$ cat config.mk
export PLATFORM = sky130hd
export DESIGN_NAME = periph_top
export DESIGN_NICKNAME = d
export VERILOG_FILES = /design/src/design/periph_pkg.sv /design/src/design/periph_bus_decode.sv /design/src/design/uart_tx.sv /design/src/design/uart_rx.sv /design/src/design/uart_regs.sv /design/src/design/irq_ctrl.sv /design/src/design/periph_top.sv
export VERILOG_INCLUDE_DIRS = /design/src /design/src/design
export SDC_FILE = /design/constraint.sdc
export NUM_CORES = 1
export LEC_CHECK = 0
export BUFFER_PORTS_ARGS = -buffer_cell sky130_fd_sc_hd__buf_2
export CORE_UTILIZATION = 35
export CTS_BUF_LIST = sky130_fd_sc_hd__clkbuf_8
export DETAILED_ROUTE_END_ITERATION = 6
export SYNTH_ARGS = -nofsm -noshare
export SYNTH_HDL_FRONTEND = slang
export SYNTH_HIERARCHICAL = 1
export SYNTH_SLANG_ARGS = --single-unit
$ cat constraint.sdc
create_clock -name clk_i -period 7.22 [get_ports clk_i]
set_input_delay 1.083 -clock clk_i [delete_from_list [all_inputs] [get_ports clk_i]]
set_output_delay 1.083 -clock clk_i [all_outputs]
set_load 0.1 [all_outputs]
$ cat src/design/periph_defines.svh
/*
 * Peripheral subsystem address map, register offsets and reset values
 */
`ifndef PERIPH_DEFINES_SVH
`define PERIPH_DEFINES_SVH

// Bus geometry
`define PERIPH_ADDR_W 12
`define PERIPH_DATA_W 32

// Slot map, address bits 11 to 8
`define SLOT_IRQ  4'd0
`define SLOT_UART 4'd1

// Read pattern of slots with no peripheral
`define ERR_RDATA 32'hdeadbeef

`define UART_DIV_RESET 16'd8

// UART word offsets
`define UART_REG_DATA   3'd0
`define UART_REG_STATUS 3'd1
`define UART_REG_DIV    3'd2
`define UART_REG_IE     3'd3

// Interrupt controller word offsets
`define IRQ_REG_PENDING 3'd0
`define IRQ_REG_EN0     3'd1
`define IRQ_REG_EN1     3'd2

`define NUM_IRQ_SRC 2
`define NUM_IRQ_TGT 2

`endif

$ cat src/design/periph_pkg.sv
/*
 * Shared types of the peripheral subsystem
 */
`include "periph_defines.svh"

package periph_pkg;

    typedef logic [`PERIPH_ADDR_W-1:0] addr_t;
    typedef logic [`PERIPH_DATA_W-1:0] data_t;
    typedef logic [3:0]                slot_t;
    typedef logic [2:0]                regoff_t;
    typedef logic [7:0]                byte_t;
    // Clocks per serial bit
    typedef logic [15:0]               div_t;
    typedef logic [`NUM_IRQ_SRC-1:0]   irq_src_t;
    typedef logic [`NUM_IRQ_TGT-1:0]   irq_tgt_t;

    typedef enum logic [1:0] {
        TX_IDLE,
        TX_START,
        TX_DATA,
        TX_STOP
    } tx_state_e;

    typedef enum logic [1:0] {
        RX_IDLE,
        RX_START,
        RX_DATA,
        RX_STOP
    } rx_state_e;

endpackage

$ cat src/design/periph_bus_decode.sv
/*
 * Bus decoder: slot selects, read data mux and registered acknowledge
 */
`timescale 1ns/1ps
`include "periph_defines.svh"

module periph_bus_decode
    import periph_pkg::*;
(
    input  logic    clk_i,
    input  logic    rst_n_i,
    input  logic    bus_req_i,
    input  logic    bus_we_i,
    input  addr_t   bus_addr_i,
    input  data_t   bus_wdata_i,
    input  data_t   irq_rdata_i,
    input  data_t   uart_rdata_i,
    output logic    bus_ack_o,
    output data_t   bus_rdata_o,
    output logic    bus_err_o,
    output logic    irq_sel_o,
    output logic    uart_sel_o,
    output logic    we_o,
    output regoff_t regoff_o,
    output data_t   wdata_o
);

    slot_t slot;
    logic  absent;
    data_t rdata_mux;

    assign slot     = bus_addr_i[`PERIPH_ADDR_W-1:8];
    assign regoff_o = bus_addr_i[4:2];
    assign we_o     = bus_we_i;
    assign wdata_o  = bus_wdata_i;

    assign absent     = (slot != `SLOT_IRQ) && (slot != `SLOT_UART);
    assign irq_sel_o  = bus_req_i && (slot == `SLOT_IRQ);
    assign uart_sel_o = bus_req_i && (slot == `SLOT_UART);

    always_comb begin
        if (bus_we_i) begin
            rdata_mux = '0;
        end else if (absent) begin
            rdata_mux = `ERR_RDATA;
        end else if (slot == `SLOT_UART) begin
            rdata_mux = uart_rdata_i;
        end else begin
            rdata_mux = irq_rdata_i;
        end
    end

    // Response goes out one cycle after the request
    always_ff @(posedge clk_i or negedge rst_n_i) begin
        if (!rst_n_i) begin
            bus_ack_o   <= 1'b0;
            bus_err_o   <= 1'b0;
            bus_rdata_o <= '0;
        end else begin
            bus_ack_o <= bus_req_i;
            bus_err_o <= bus_req_i && absent;
            if (bus_req_i) begin
                bus_rdata_o <= rdata_mux;
            end
        end
    end

endmodule

$ cat src/design/uart_tx.sv
/*
 * UART transmitter, one 8N1 frame per start pulse
 */
`timescale 1ns/1ps

module uart_tx
    import periph_pkg::*;
(
    input  logic  clk_i,
    input  logic  rst_n_i,
    input  logic  start_i,
    input  byte_t data_i,
    input  div_t  div_i,
    output logic  tx_o,
    output logic  busy_o
);

    tx_state_e  state_q;
    div_t       cnt_q;
    div_t       div_q;
    byte_t      shift_q;
    logic [2:0] bit_q;
    logic       bit_end;

    assign bit_end = (cnt_q == div_q - 1'b1);

    always_ff @(posedge clk_i or negedge rst_n_i) begin
        if (!rst_n_i) begin
            state_q <= TX_IDLE;
            cnt_q   <= '0;
            div_q   <= '0;
            shift_q <= '0;
            bit_q   <= '0;
        end else begin
            if (state_q != TX_IDLE) begin
                cnt_q <= bit_end ? '0 : cnt_q + 1'b1;
            end
            case (state_q)
                TX_IDLE: begin
                    if (start_i) begin
                        state_q <= TX_START;
                        cnt_q   <= '0;
                        div_q   <= div_i;
                        shift_q <= data_i;
                    end
                end
                TX_START: begin
                    if (bit_end) begin
                        state_q <= TX_DATA;
                        bit_q   <= '0;
                    end
                end
                TX_DATA: begin
                    if (bit_end) begin
                        shift_q <= shift_q >> 1;
                        bit_q   <= bit_q + 1'b1;
                        if (bit_q == 3'd7) begin
                            state_q <= TX_STOP;
                        end
                    end
                end
                TX_STOP: begin
                    if (bit_end) begin
                        state_q <= TX_IDLE;
                    end
                end
                default: state_q <= TX_IDLE;
            endcase
        end
    end

    always_comb begin
        case (state_q)
            TX_START: tx_o = 1'b0;
            TX_DATA:  tx_o = shift_q[0];
            default:  tx_o = 1'b1;
        endcase
    end

    assign busy_o = (state_q != TX_IDLE);

endmodule

$ cat src/design/uart_rx.sv
/*
 * UART receiver, 8N1 with mid-bit sampling and framing check
 */
`timescale 1ns/1ps

module uart_rx
    import periph_pkg::*;
(
    input  logic  clk_i,
    input  logic  rst_n_i,
    input  logic  rx_i,
    input  div_t  div_i,
    output byte_t data_o,
    output logic  valid_o
);

    logic       rx_s1;
    logic       rx_s2;
    logic       rx_prev;
    rx_state_e  state_q;
    div_t       cnt_q;
    div_t       div_q;
    div_t       half;
    byte_t      shift_q;
    logic [2:0] bit_q;
    logic       bit_end;

    // ----------------------------------------
    // Input synchronizer
    // ----------------------------------------
    always_ff @(posedge clk_i or negedge rst_n_i) begin
        if (!rst_n_i) begin
            rx_s1   <= 1'b1;
            rx_s2   <= 1'b1;
            rx_prev <= 1'b1;
        end else begin
            rx_s1   <= rx_i;
            rx_s2   <= rx_s1;
            rx_prev <= rx_s2;
        end
    end

    // ----------------------------------------
    // Frame FSM
    // ----------------------------------------
    assign half    = div_q >> 1;
    assign bit_end = (cnt_q == div_q - 1'b1);

    always_ff @(posedge clk_i or negedge rst_n_i) begin
        if (!rst_n_i) begin
            state_q <= RX_IDLE;
            cnt_q   <= '0;
            div_q   <= '0;
            shift_q <= '0;
            bit_q   <= '0;
            valid_o <= 1'b0;
        end else begin
            valid_o <= 1'b0;
            case (state_q)
                RX_IDLE: begin
                    // Count starts at 1 to absorb the synchronizer delay
                    if (rx_prev && !rx_s2) begin
                        state_q <= RX_START;
                        cnt_q   <= 16'd1;
                        div_q   <= div_i;
                    end
                end
                RX_START: begin
                    if (cnt_q >= half) begin
                        cnt_q   <= '0;
                        bit_q   <= '0;
                        state_q <= rx_s2 ? RX_IDLE : RX_DATA;
                    end else begin
                        cnt_q <= cnt_q + 1'b1;
                    end
                end
                RX_DATA: begin
                    if (bit_end) begin
                        cnt_q   <= '0;
                        shift_q <= {rx_s2, shift_q[7:1]};
                        bit_q   <= bit_q + 1'b1;
                        if (bit_q == 3'd7) begin
                            state_q <= RX_STOP;
                        end
                    end else begin
                        cnt_q <= cnt_q + 1'b1;
                    end
                end
                RX_STOP: begin
                    if (bit_end) begin
                        cnt_q   <= '0;
                        state_q <= RX_IDLE;
                        valid_o <= rx_s2;
                    end else begin
                        cnt_q <= cnt_q + 1'b1;
                    end
                end
                default: state_q <= RX_IDLE;
            endcase
        end
    end

    assign data_o = shift_q;

endmodule

$ cat src/design/uart_regs.sv
/*
 * UART register block: data, status, divisor and interrupt enable,
 * wrapped around the serializer and deserializer
 */
`timescale 1ns/1ps
`include "periph_defines.svh"

module uart_regs
    import periph_pkg::*;
(
    input  logic     clk_i,
    input  logic     rst_n_i,
    input  logic     sel_i,
    input  logic     we_i,
    input  regoff_t  regoff_i,
    input  data_t    wdata_i,
    input  logic     rx_i,
    output data_t    rdata_o,
    output logic     tx_o,
    output irq_src_t irq_src_o
);

    div_t  div_q;
    logic  ie_q;
    byte_t rx_data_q;
    logic  rx_valid_q;
    logic  rx_overrun_q;
    logic  tx_busy;
    logic  tx_busy_d;
    logic  tx_start;
    byte_t rx_byte;
    logic  rx_pulse;
    logic  wr;
    logic  pop;

    assign wr       = sel_i && we_i;
    assign pop      = sel_i && !we_i && (regoff_i == `UART_REG_DATA);
    assign tx_start = wr && (regoff_i == `UART_REG_DATA) && !tx_busy;

    uart_tx u_tx (
        .clk_i   ( clk_i         ),
        .rst_n_i ( rst_n_i       ),
        .start_i ( tx_start      ),
        .data_i  ( wdata_i[7:0]  ),
        .div_i   ( div_q         ),
        .tx_o    ( tx_o          ),
        .busy_o  ( tx_busy       )
    );

    uart_rx u_rx (
        .clk_i   ( clk_i    ),
        .rst_n_i ( rst_n_i  ),
        .rx_i    ( rx_i     ),
        .div_i   ( div_q    ),
        .data_o  ( rx_byte  ),
        .valid_o ( rx_pulse )
    );

    always_ff @(posedge clk_i or negedge rst_n_i) begin
        if (!rst_n_i) begin
            div_q        <= `UART_DIV_RESET;
            ie_q         <= 1'b0;
            rx_data_q    <= '0;
            rx_valid_q   <= 1'b0;
            rx_overrun_q <= 1'b0;
            tx_busy_d    <= 1'b0;
        end else begin
            tx_busy_d <= tx_busy;
            if (wr && regoff_i == `UART_REG_DIV) begin
                div_q <= wdata_i[15:0];
            end
            if (wr && regoff_i == `UART_REG_IE) begin
                ie_q <= wdata_i[0];
            end
            if (pop) begin
                rx_valid_q   <= 1'b0;
                rx_overrun_q <= 1'b0;
            end
            // A new character wins over a pop on the same edge
            if (rx_pulse) begin
                rx_data_q    <= rx_byte;
                rx_valid_q   <= 1'b1;
                rx_overrun_q <= rx_valid_q && !pop;
            end
        end
    end

    always_comb begin
        case (regoff_i)
            `UART_REG_DATA:   rdata_o = data_t'(rx_data_q);
            `UART_REG_STATUS: rdata_o = data_t'({rx_overrun_q, rx_valid_q, tx_busy});
            `UART_REG_DIV:    rdata_o = data_t'(div_q);
            `UART_REG_IE:     rdata_o = data_t'(ie_q);
            default:          rdata_o = '0;
        endcase
    end

    // Source 1 fires when the transmitter goes idle
    assign irq_src_o[0] = rx_valid_q && ie_q;
    assign irq_src_o[1] = tx_busy_d && !tx_busy;

endmodule

$ cat src/design/irq_ctrl.sv
/*
 * Interrupt controller: edge-latched pending bits, per-target enables
 */
`timescale 1ns/1ps
`include "periph_defines.svh"

module irq_ctrl
    import periph_pkg::*;
(
    input  logic     clk_i,
    input  logic     rst_n_i,
    input  logic     sel_i,
    input  logic     we_i,
    input  regoff_t  regoff_i,
    input  data_t    wdata_i,
    input  irq_src_t irq_src_i,
    output data_t    rdata_o,
    output irq_tgt_t irq_o
);

    irq_src_t src_d;
    irq_src_t rise;
    irq_src_t clr;
    irq_src_t pending_q;
    irq_src_t en_q [`NUM_IRQ_TGT];
    logic     wr;

    assign wr   = sel_i && we_i;
    assign rise = irq_src_i & ~src_d;
    assign clr  = (wr && regoff_i == `IRQ_REG_PENDING) ?
                  wdata_i[`NUM_IRQ_SRC-1:0] : '0;

    always_ff @(posedge clk_i or negedge rst_n_i) begin
        if (!rst_n_i) begin
            src_d     <= '0;
            pending_q <= '0;
            for (int t = 0; t < `NUM_IRQ_TGT; t++) begin
                en_q[t] <= '0;
            end
        end else begin
            src_d <= irq_src_i;
            // Set beats clear
            pending_q <= (pending_q & ~clr) | rise;
            for (int t = 0; t < `NUM_IRQ_TGT; t++) begin
                if (wr && regoff_i == regoff_t'(`IRQ_REG_EN0 + t)) begin
                    en_q[t] <= wdata_i[`NUM_IRQ_SRC-1:0];
                end
            end
        end
    end

    always_comb begin
        case (regoff_i)
            `IRQ_REG_PENDING: rdata_o = data_t'(pending_q);
            `IRQ_REG_EN0:     rdata_o = data_t'(en_q[0]);
            `IRQ_REG_EN1:     rdata_o = data_t'(en_q[1]);
            default:          rdata_o = '0;
        endcase
    end

    for (genvar t = 0; t < `NUM_IRQ_TGT; t++) begin : gen_tgt
        assign irq_o[t] = |(pending_q & en_q[t]);
    end

endmodule

$ cat src/design/periph_top.sv
/*
 * Peripheral subsystem top: bus decoder, UART and interrupt controller
 */
`timescale 1ns/1ps

module periph_top
    import periph_pkg::*;
(
    input  logic     clk_i,
    input  logic     rst_n_i,
    input  logic     bus_req_i,
    input  logic     bus_we_i,
    input  addr_t    bus_addr_i,
    input  data_t    bus_wdata_i,
    input  logic     rx_i,
    output logic     bus_ack_o,
    output data_t    bus_rdata_o,
    output logic     bus_err_o,
    output logic     tx_o,
    output irq_tgt_t irq_o
);

    logic     irq_sel;
    logic     uart_sel;
    logic     we;
    regoff_t  regoff;
    data_t    wdata;
    data_t    irq_rdata;
    data_t    uart_rdata;
    irq_src_t irq_src;

    periph_bus_decode u_decode (
        .clk_i        ( clk_i       ),
        .rst_n_i      ( rst_n_i     ),
        .bus_req_i    ( bus_req_i   ),
        .bus_we_i     ( bus_we_i    ),
        .bus_addr_i   ( bus_addr_i  ),
        .bus_wdata_i  ( bus_wdata_i ),
        .irq_rdata_i  ( irq_rdata   ),
        .uart_rdata_i ( uart_rdata  ),
        .bus_ack_o    ( bus_ack_o   ),
        .bus_rdata_o  ( bus_rdata_o ),
        .bus_err_o    ( bus_err_o   ),
        .irq_sel_o    ( irq_sel     ),
        .uart_sel_o   ( uart_sel    ),
        .we_o         ( we          ),
        .regoff_o     ( regoff      ),
        .wdata_o      ( wdata       )
    );

    uart_regs u_uart (
        .clk_i     ( clk_i      ),
        .rst_n_i   ( rst_n_i    ),
        .sel_i     ( uart_sel   ),
        .we_i      ( we         ),
        .regoff_i  ( regoff     ),
        .wdata_i   ( wdata      ),
        .rx_i      ( rx_i       ),
        .rdata_o   ( uart_rdata ),
        .tx_o      ( tx_o       ),
        .irq_src_o ( irq_src    )
    );

    irq_ctrl u_irq (
        .clk_i     ( clk_i     ),
        .rst_n_i   ( rst_n_i   ),
        .sel_i     ( irq_sel   ),
        .we_i      ( we        ),
        .regoff_i  ( regoff    ),
        .wdata_i   ( wdata     ),
        .irq_src_i ( irq_src   ),
        .rdata_o   ( irq_rdata ),
        .irq_o     ( irq_o     )
    );

endmodule

==> impl_metrics.yaml, run 1 <==
setup_path:
  timing.critical_path.cells: "nor4_4, and4b_4, xor2_1, o31ai_1, o21ai_2, nor2_2, o21ai_0, mux2_2"
  cp-end-kind: "flop"
  slowest_stage: "o31ai_1"
  cp.arrival_ns: 3.89
  cp.depth: 8
  cp-start-kind: "flop"
  crit_type: "reg -> reg"
  critPathMaxFanout: 11
  r2r-start: "u_uart/u_tx/div_q[3]$_DFFE_PN0P_"
  max_stage_delay_ns: 0.57
  cp-startpoint: "u_uart/u_tx/div_q[3]$_DFFE_PN0P_"
  cp_num_buf_inv: 0
  cp_top_family: "simple AND/OR/NAND/NOR gates"
  cp.required_ns: 7.56
  r2r_cells: 8
finish:
  antenna_cells: 0
  utilization_pct: 38.2
  drive_above_1_share_pct: 20.1
  finalNetCount: 1082
  finalNonFillerCells: 1396
  final_area_sq_um: 10600
  area_delta_synth_final_pct: 6.97
sta:
  tightest_slew_ns: 1.04
  holdWs_ns: 0.361
  fin_crit_sh_pct: 49.1
  worst_slack_ns: 3.67
  slew_viol_final: 0
  relSlewSlack_pct: 30.3
  finalHoldViolCount: 0
  timing.fmax_mhz: 282
  fin_skew_ns: 0.0171
  grt_setup_unrepaired: "false"
  timing.setup.tns_ns: 0
  period_needed_ns: 3.55
  setup_viol: 0
clock_network:
  clockRootBuffer: "clkbuf_8"
  cts-buffers-inserted: 17
  numClockSinks: 164
  cts_hold_buf: 0
  insertion_delay_ns: 0.46
  cts_resized: 0
  cts_setup_buffers: 0
  path_clk_slew_ns: 0.10
  cts_buffer_depth: 2
  tritoncts: "done"
  h-tree-depth: 4
detailed_routing:
  dr.pass1.iters: 7
  drt_first_iter_violations: 414
  drt_wl_total_microns: 21700
  dr_total_vias: 6960
  post_drt_wl_per_cell_microns: 15.6
  via_per_inst: 4.99
  drcViolationCount: 0
  ant_nets: 0
floorplan:
  num_rows: 61
  die_y_microns: 171
  dieArea_sq_um: 29100
  core-area_sq_um: 27900
  start_util_pct: 35.7
  ios: 86
  die_w_microns: 171
placed_design:
  numPortBuffers: 64
  gp_congestion: 0.821
  place_hpwl_microns: 15200
  dp_slack_ns: 3.38
  dp_cells: 1365
  placed_cell_area_sq_um: 10200
yosys:
  synth_area_per_cell_sq_um: 10.1
  synthesis.instances: 988
  syn_area_sq_um: 9940
  yosys_warnings: 6
power_and_ir_drop:
  p_total_mw: 2.23
  irDropWorstVdd_v: 0.000104
  leakagePower_nw: 4.81
  power_density_nw_per_um2: 210
global_routing:
  first_global_vias: 6754
  grt_use_total_pct: 15.8
  grt_max_degree: 114
  grt_antenna_before_repair: 0
  grt_first_pass_wirelength_microns: 36000
  overflow: 0
flow_run:
  maxCapViolCount: 0
worst_hold_path:
  hold_class: "reg -> reg"
  min-delay-start: "u_uart/u_rx/rx_s1$_DFF_PN1_"
  min_path_cells: 0
status:
  status: "finished clean"
-- per-layer routing --
| layer | vias up | part of all wire (%) | GRT usage, % |
|---|---|---|---|
| met5 | - | 0 | 0 |
| met3 | 13 | 2.9 | 2.87 |
| met4 | 0 | 0.62 | 3.25 |
| li1 | 3435 | - | - |
| met1 | 3405 | 49 | 21.4 |
| met2 | 107 | 48 | 26.2 |
-- state kept, by name, summed over array words and instances (netlist names), 3 cells and up, named ones only --
register	count
u_uart/u_tx/cnt_q	16
u_uart/u_tx/bit_q	3
u_uart/rx_data_q	8
u_uart/u_rx/bit_q	3
u_uart/u_rx/cnt_q	16
u_irq/en_q	4
u_decode/bus_rdata_o	32
u_uart/div_q	16
u_uart/u_tx/div_q	16
u_uart/u_tx/shift_q	8
u_uart/u_rx/div_q	16
u_uart/u_rx/data_o	8
-- worst paths after layout --
path | to | slack (ns)
setup / recovery | u_uart/u_tx/bit_q[0]$_DFFE_PN0P_ | 3.67
hold / removal | u_uart/u_rx/rx_s2$_DFF_PN1_ | 0.36
setup reg to reg | u_uart/u_tx/bit_q[0]$_DFFE_PN0P_ | 3.67
hold reg to reg | u_uart/u_rx/rx_s2$_DFF_PN1_ | 0.36
max in group asynchronous | u_uart/u_rx/div_q[3]$_DFFE_PN0P_ | 5.16
min in group asynchronous | u_irq/en_q[3]$_DFFE_PN0P_ | 0.79
-- power breakdown --
| group | internal (mW) | switching [mW] |
|---|---|---|
| Sequential | 0.965 | 0.0718 |
| Clock | 0.381 | 0.353 |
| Combinational | 0.153 | 0.309 |
-- layout make-up --
class | count | area (sq um)
well taps | 378 | 473
clock inverters | 10 | 146
flip-flops and latches | 164 | 4110
repair buffers | 69 | 364
multi-input cells | 687 | 5000
inverters | 67 | 251
fillers | 2802 | 17200
clock buffers | 21 | 289
-- cells in the final DEF (no fill, tap or decap), drive strengths merged, types with 19 or more instances in the layout --
cell and count:
nor2b 31, xor2 23, clkbuf 21, xnor2 26, ha 27, nor2 49, mux2 58, dfrtp 160
a21oi 19, o21ai 48, inv 69, a211oi 30, mux2i 22, conb 46, nand2 56, buf 69
o22ai 43
(Power assumes the default switching activity.)
==> inputs of run 2 (changes only) <==
- clock period: 7.22 -> 3 ns (I/O delays scaled with it)
==> impl_metrics.yaml, run 2 (synthesis results as in run 1) <==
clock_network:
  h-tree-depth: 4
  path_clk_slew_ns: 0.09
  tritoncts: "done"
  clockRootBuffer: "clkbuf_8"
  cts-buffers-inserted: 17
  insertion_delay_ns: 0.46
  numClockSinks: 164
  cts_buffer_depth: 2
sta:
  tightest_slew_ns: 0.626
  fin_crit_sh_pct: 97.3
  grt_setup_unrepaired: "true"
  relSlewSlack_pct: 57.9
  period_needed_ns: 2.92
  fin_skew_ns: 0.00999
  finalHoldViolCount: 0
  slew_viol_final: 0
  setup_viol: 0
  timing.fmax_mhz: 343
global_routing:
  grt_first_pass_wirelength_microns: 37300
  grtUsageMet3_pct: 2.66
  first_global_vias: 7055
  met2_usage_pct: 27.5
  busiest_layer: "met2"
  use_met1_pct: 21.6
  grt_max_degree: 66
  grt_use_total_pct: 16.3
  overflow: 0
  grt_antenna_before_repair: 0
floorplan:
  num_rows: 61
  die_w_microns: 171
  dieArea_sq_um: 29100
  die_y_microns: 171
  start_util_pct: 35.7
  core-area_sq_um: 27900
  ios: 86
detailed_routing:
  drt_first_iter_violations: 349
  drt_wl_total_microns: 22700
  drcViolationCount: 0
  ant_nets: 0
  dr.pass1.iters: 4
  dr_total_vias: 7174
  post_drt_wl_per_cell_microns: 15.7
  via_per_inst: 4.96
setup_path:
  cp_top_family: "compound AO/OA/AOI/OAI gates"
  cp.arrival_ns: 3.26
  cp_num_buf_inv: 3
  cpMostUsedCell: "buf_4"
  critPathMaxFanout: 8
  max_stage_delay_ns: 0.40
  cp-end-kind: "flop"
  cp.required_ns: 3.34
  slowest_stage: "a2111oi_4"
  timing.critical_path.cells: "inv_1, ha_1, a2111oi_2, o21ai_1, a221o_1, a2111oi_4, buf_4, a21oi_4, buf_4, o41ai_1"
  crit_type: "reg -> reg"
  cp-start-kind: "flop"
finish:
  drive_above_1_share_pct: 24.4
  antenna_cells: 0
  finalNetCount: 1132
  largest_register_ff_count: 32
  final_cell_mix: "dfrtp_1, inv_1, buf_2"
  area_delta_synth_final_pct: 11.3
  fillCellCount: 2744
  final_area_sq_um: 11100
  top_register: "u_decode/bus_rdata_o"
  finalNonFillerCells: 1447
  final_common_cell: "dfrtp_1"
placed_design:
  placed_cell_area_sq_um: 10600
  gp_congestion: 0.815
  place_hpwl_microns: 16300
  dp_cells: 1412
  numPortBuffers: 64
flow_run:
  maxCapViolCount: 0
power_and_ir_drop:
  power_density_nw_per_um2: 496
  leakagePower_nw: 5.09
  irDropWorstVdd_v: 0.000319
worst_hold_path:
  hold_class: "in -> reg"
status:
  status: "finished clean"
==> run 2: repair_timing <==
item / in CTS / in global routing
endpoints found under the hold margin: 47 / 0
setup endpoints to repair: 0 / 25
buffers inserted: 0 / 2
hold buffers: 1 / 0
gates resized for setup: 0 / 11
==> run 2: worst paths after layout <==
check	from	to	slack (ns)	cells after the start
max	u_uart/u_rx/div_q[4]$_DFFE_PN0P_	u_uart/u_rx/cnt_q[15]$_DFFE_PN0N_	0.08	10
min	rx_i	u_uart/u_rx/rx_s1$_DFF_PN1_	0.1	1
max reg2reg	u_uart/u_rx/div_q[4]$_DFFE_PN0P_	u_uart/u_rx/cnt_q[15]$_DFFE_PN0N_	0.08	10
min reg2reg	u_uart/u_rx/rx_s1$_DFF_PN1_	u_uart/u_rx/rx_s2$_DFF_PN1_	0.35	0
max in group asynchronous	rst_n_i	u_decode/bus_rdata_o[21]$_DFFE_PN0P_	1.75	3
min in group asynchronous	rst_n_i	u_uart/u_tx/bit_q[2]$_DFFE_PN0P_	0.51	2
==> run 2: worst register-to-register path, delay by kind of cell (launching register included) <==
kind / cells / cell delay [ns]
AOI/OAI and AO/OA: 6 / 1.69
adders and majority gates: 1 / 0.33
buffers and inverters: 3 / 0.42
DFF: 1 / 0.36
==> run 2: metrics by stage <==
stage | util [%] | worst slack, ns | total power, mW | hold slack, ns | TNS (ns)
2_1_floorplan | - | 0.0859 | 3.43 | 0.154 | 0
3_3_place_gp | 38.0 | 0.0451 | 3.74 | 0.348 | 0
3_5_place_dp | 38.0 | 0.0391 | 3.75 | 0.347 | 0
4_1_cts | 39.5 | 0.00844 | 5.48 | 0.0686 | 0
5_1_grt | 39.7 | -0.0996 | 5.79 | 0.0677 | -0.294
6_report | 39.7 | 0.0824 | 5.49 | 0.0958 | 0
==> run 2: cell type report <==
cell class / count / area, sq um / area share, %
clock buffer: 17 / 234 / 2.11
clock inverter: 15 / 178 / 1.61
multi-input combinational: 687 / 5050 / 45.7
sequential: 164 / 4110 / 37.1
tap: 378 / 473 / 4.27
inverter: 67 / 251 / 2.27
timing repair buffer: 119 / 767 / 6.93
==> run 2: routing by layer <==
metal | wire [microns] | share of wire (%)
met3 | 723 | 3.2
met2 | 11000 | 48
met1 | 10700 | 47
met4 | 253 | 1.1
met5 | 0 | 0
==> run 2: power by group <==
group / internal, mW / switching [mW]
combinational: 0.468 / 0.870
clock: 0.832 / 0.881
sequential: 2.32 / 0.119
==> inputs of run 3 (changes only) <==
- ABC_AREA: default -> 1
==> impl_metrics.yaml, run 3 <==
status:
  status: "finished clean"
clock_network:
  cts-buffers-inserted: 17
  path_clk_slew_ns: 0.09
  cts_resized: 0
  cts_hold_buf: 0
  h-tree-depth: 4
  numClockSinks: 164
  cts_buffer_depth: 2
  insertion_delay_ns: 0.46
  tritoncts: "done"
  clockRootBuffer: "clkbuf_8"
  cts_setup_buffers: 0
detailed_routing:
  drt_first_iter_violations: 570
  post_drt_wl_per_cell_microns: 12.9
  via_per_inst: 4.55
  drt_wl_total_microns: 25800
  ant_nets: 0
  drcViolationCount: 0
  dr_total_vias: 9076
  dr.pass1.iters: 5
sta:
  fin_skew_ns: 0.0123
  timing.setup.tns_ns: 0
  tightest_slew_ns: 1.05
  setup_viol: 0
  period_needed_ns: 2.72
  fin_crit_sh_pct: 90.8
  grt_setup_unrepaired: "false"
  slew_viol_final: 0
  finalHoldViolCount: 0
  relSlewSlack_pct: 30.0
  timing.fmax_mhz: 367
setup_path:
  critPathMaxFanout: 18
  r2r_cells: 8
  cp-start-kind: "flop"
  r2r-end: "u_uart/u_tx/div_q[5]$_DFFE_PN0P_"
  cp.required_ns: 3.34
  endpoint: "u_uart/u_tx/div_q[5]$_DFFE_PN0P_"
  cp.arrival_ns: 3.06
  crit_type: "reg -> reg"
  cp-end-kind: "flop"
  cp-startpoint: "u_uart/u_tx/state_q[0]$_DFFE_PN0P_"
  reg2reg_slack_ns: 0.28
  r2r-start: "u_uart/u_tx/state_q[0]$_DFFE_PN0P_"
floorplan:
  start_util_pct: 35.6
  dieArea_sq_um: 31700
  ios: 86
  num_rows: 64
  die_y_microns: 178
  core-area_sq_um: 30500
  die_w_microns: 178
global_routing:
  grt_antenna_before_repair: 0
  grt_first_pass_wirelength_microns: 43400
  overflow: 0
  grt_use_total_pct: 17.1
  first_global_vias: 8925
  grt_max_degree: 70
finish:
  finalNonFillerCells: 1993
  final_cell_mix: "nand2_1, inv_1, dfrtp_1"
  final_common_cell: "nand2_1"
  finalNetCount: 1660
  antenna_cells: 0
  area_delta_synth_final_pct: 8.06
  fillCellCount: 3191
  top_register: "u_decode/bus_rdata_o"
  largest_register_ff_count: 32
  drive_above_1_share_pct: 11.3
power_and_ir_drop:
  power_density_nw_per_um2: 629
  irDropWorstVdd_v: 0.000293
  leakagePower_nw: 6.23
placed_design:
  dp_cells: 1961
  place_hpwl_microns: 19200
  numPortBuffers: 64
  gp_congestion: 0.895
yosys:
  syn_area_sq_um: 10800
  synthesis.instances: 1542
  synth_area_per_cell_sq_um: 7.03
  yosys_warnings: 6
flow_run:
  maxCapViolCount: 0
worst_hold_path:
  hold_class: "in -> async"
run 3: cell count changes in the layout (fill, tap and decap cells not counted), moves of 28 or more:
cell	delta
nand3_1	+95
buf_4	-40
a211oi_1	-28
inv_1	+124
nor2b_1	-31
nor2_1	+92
mux2_2	-43
o22ai_1	-33
nand2_1	+482
run 3: power by group:
| group | total (mW) | leakage (nW) | internal [mW] | switching, mW |
|---|---|---|---|---|
| logic | 2.83 | 3.87 | 0.819 | 2.01 |
| clock network | 1.86 | 0.228 | 0.945 | 0.914 |
| registers | 2.69 | 2.14 | 2.44 | 0.244 |
| total | 7.37 | 6.23 | 4.21 | 3.17 |
run 3: layer usage:
layer,wire length (microns),global-route usage (%)
met5,0,0
met4,560,5.66
met3,737,2.54
met2,12000,28.2
met1,12500,22.7
run 3: critical path: stages (launching register included):
cell and delay [ns]:
dfrtp_1 0.42, inv_1 0.10, ha_1 0.39, clkinv_1 0.15, nor3_1 0.57, nand2_1 0.36
clkinv_1 0.27, buf_4 0.24, o21ai_0 0.10
run 3: area by class of cell:
class / instances / area [sq um] / area share, %
Multi-Input combinational cell: 1118 / 5440 / 46.4
Clock inverter: 14 / 200 / 1.71
Inverter: 205 / 774 / 6.61
Sequential cell: 164 / 4110 / 35.1
Timing Repair Buffer: 78 / 457 / 3.90
Clock buffer: 18 / 248 / 2.11
Tap cell: 396 / 495 / 4.23
run 3: worst min-delay path by stage:
stage	cells after the start	start	end
2_1_floorplan	0	rst_n_i	u_decode/bus_ack_o$_DFF_PN0_
3_3_place_gp	0	u_uart/u_rx/rx_s1$_DFF_PN1_	u_uart/u_rx/rx_s2$_DFF_PN1_
3_5_place_dp	0	u_uart/u_rx/rx_s1$_DFF_PN1_	u_uart/u_rx/rx_s2$_DFF_PN1_
4_1_cts	1	rst_n_i	u_uart/u_tx/cnt_q[8]$_DFF_PN0_
5_1_grt	1	rst_n_i	u_uart/u_tx/cnt_q[13]$_DFF_PN0_
6_report	1	rst_n_i	u_uart/u_tx/cnt_q[12]$_DFF_PN0_
run 3: metrics by stage:
| step | power, mW | hold slack [ns] | utilization [%] | worst slack, ns | cell area, sq um |
|---|---|---|---|---|---|
| global placement | 5.52 | 0.347 | 37.0 | 0.153 | 11300 |
| CTS | 7.44 | 0.00593 | 38.4 | 0.263 | 11700 |
| floorplan | 4.97 | 0.154 | - | 0.666 | 11000 |
| global route | 7.92 | 0.0225 | 38.4 | 0.0398 | 11700 |
| finish | 7.37 | 0.000532 | 38.4 | 0.276 | 11700 |
| detailed placement | 5.56 | 0.347 | 37.0 | 0.123 | 11300 |
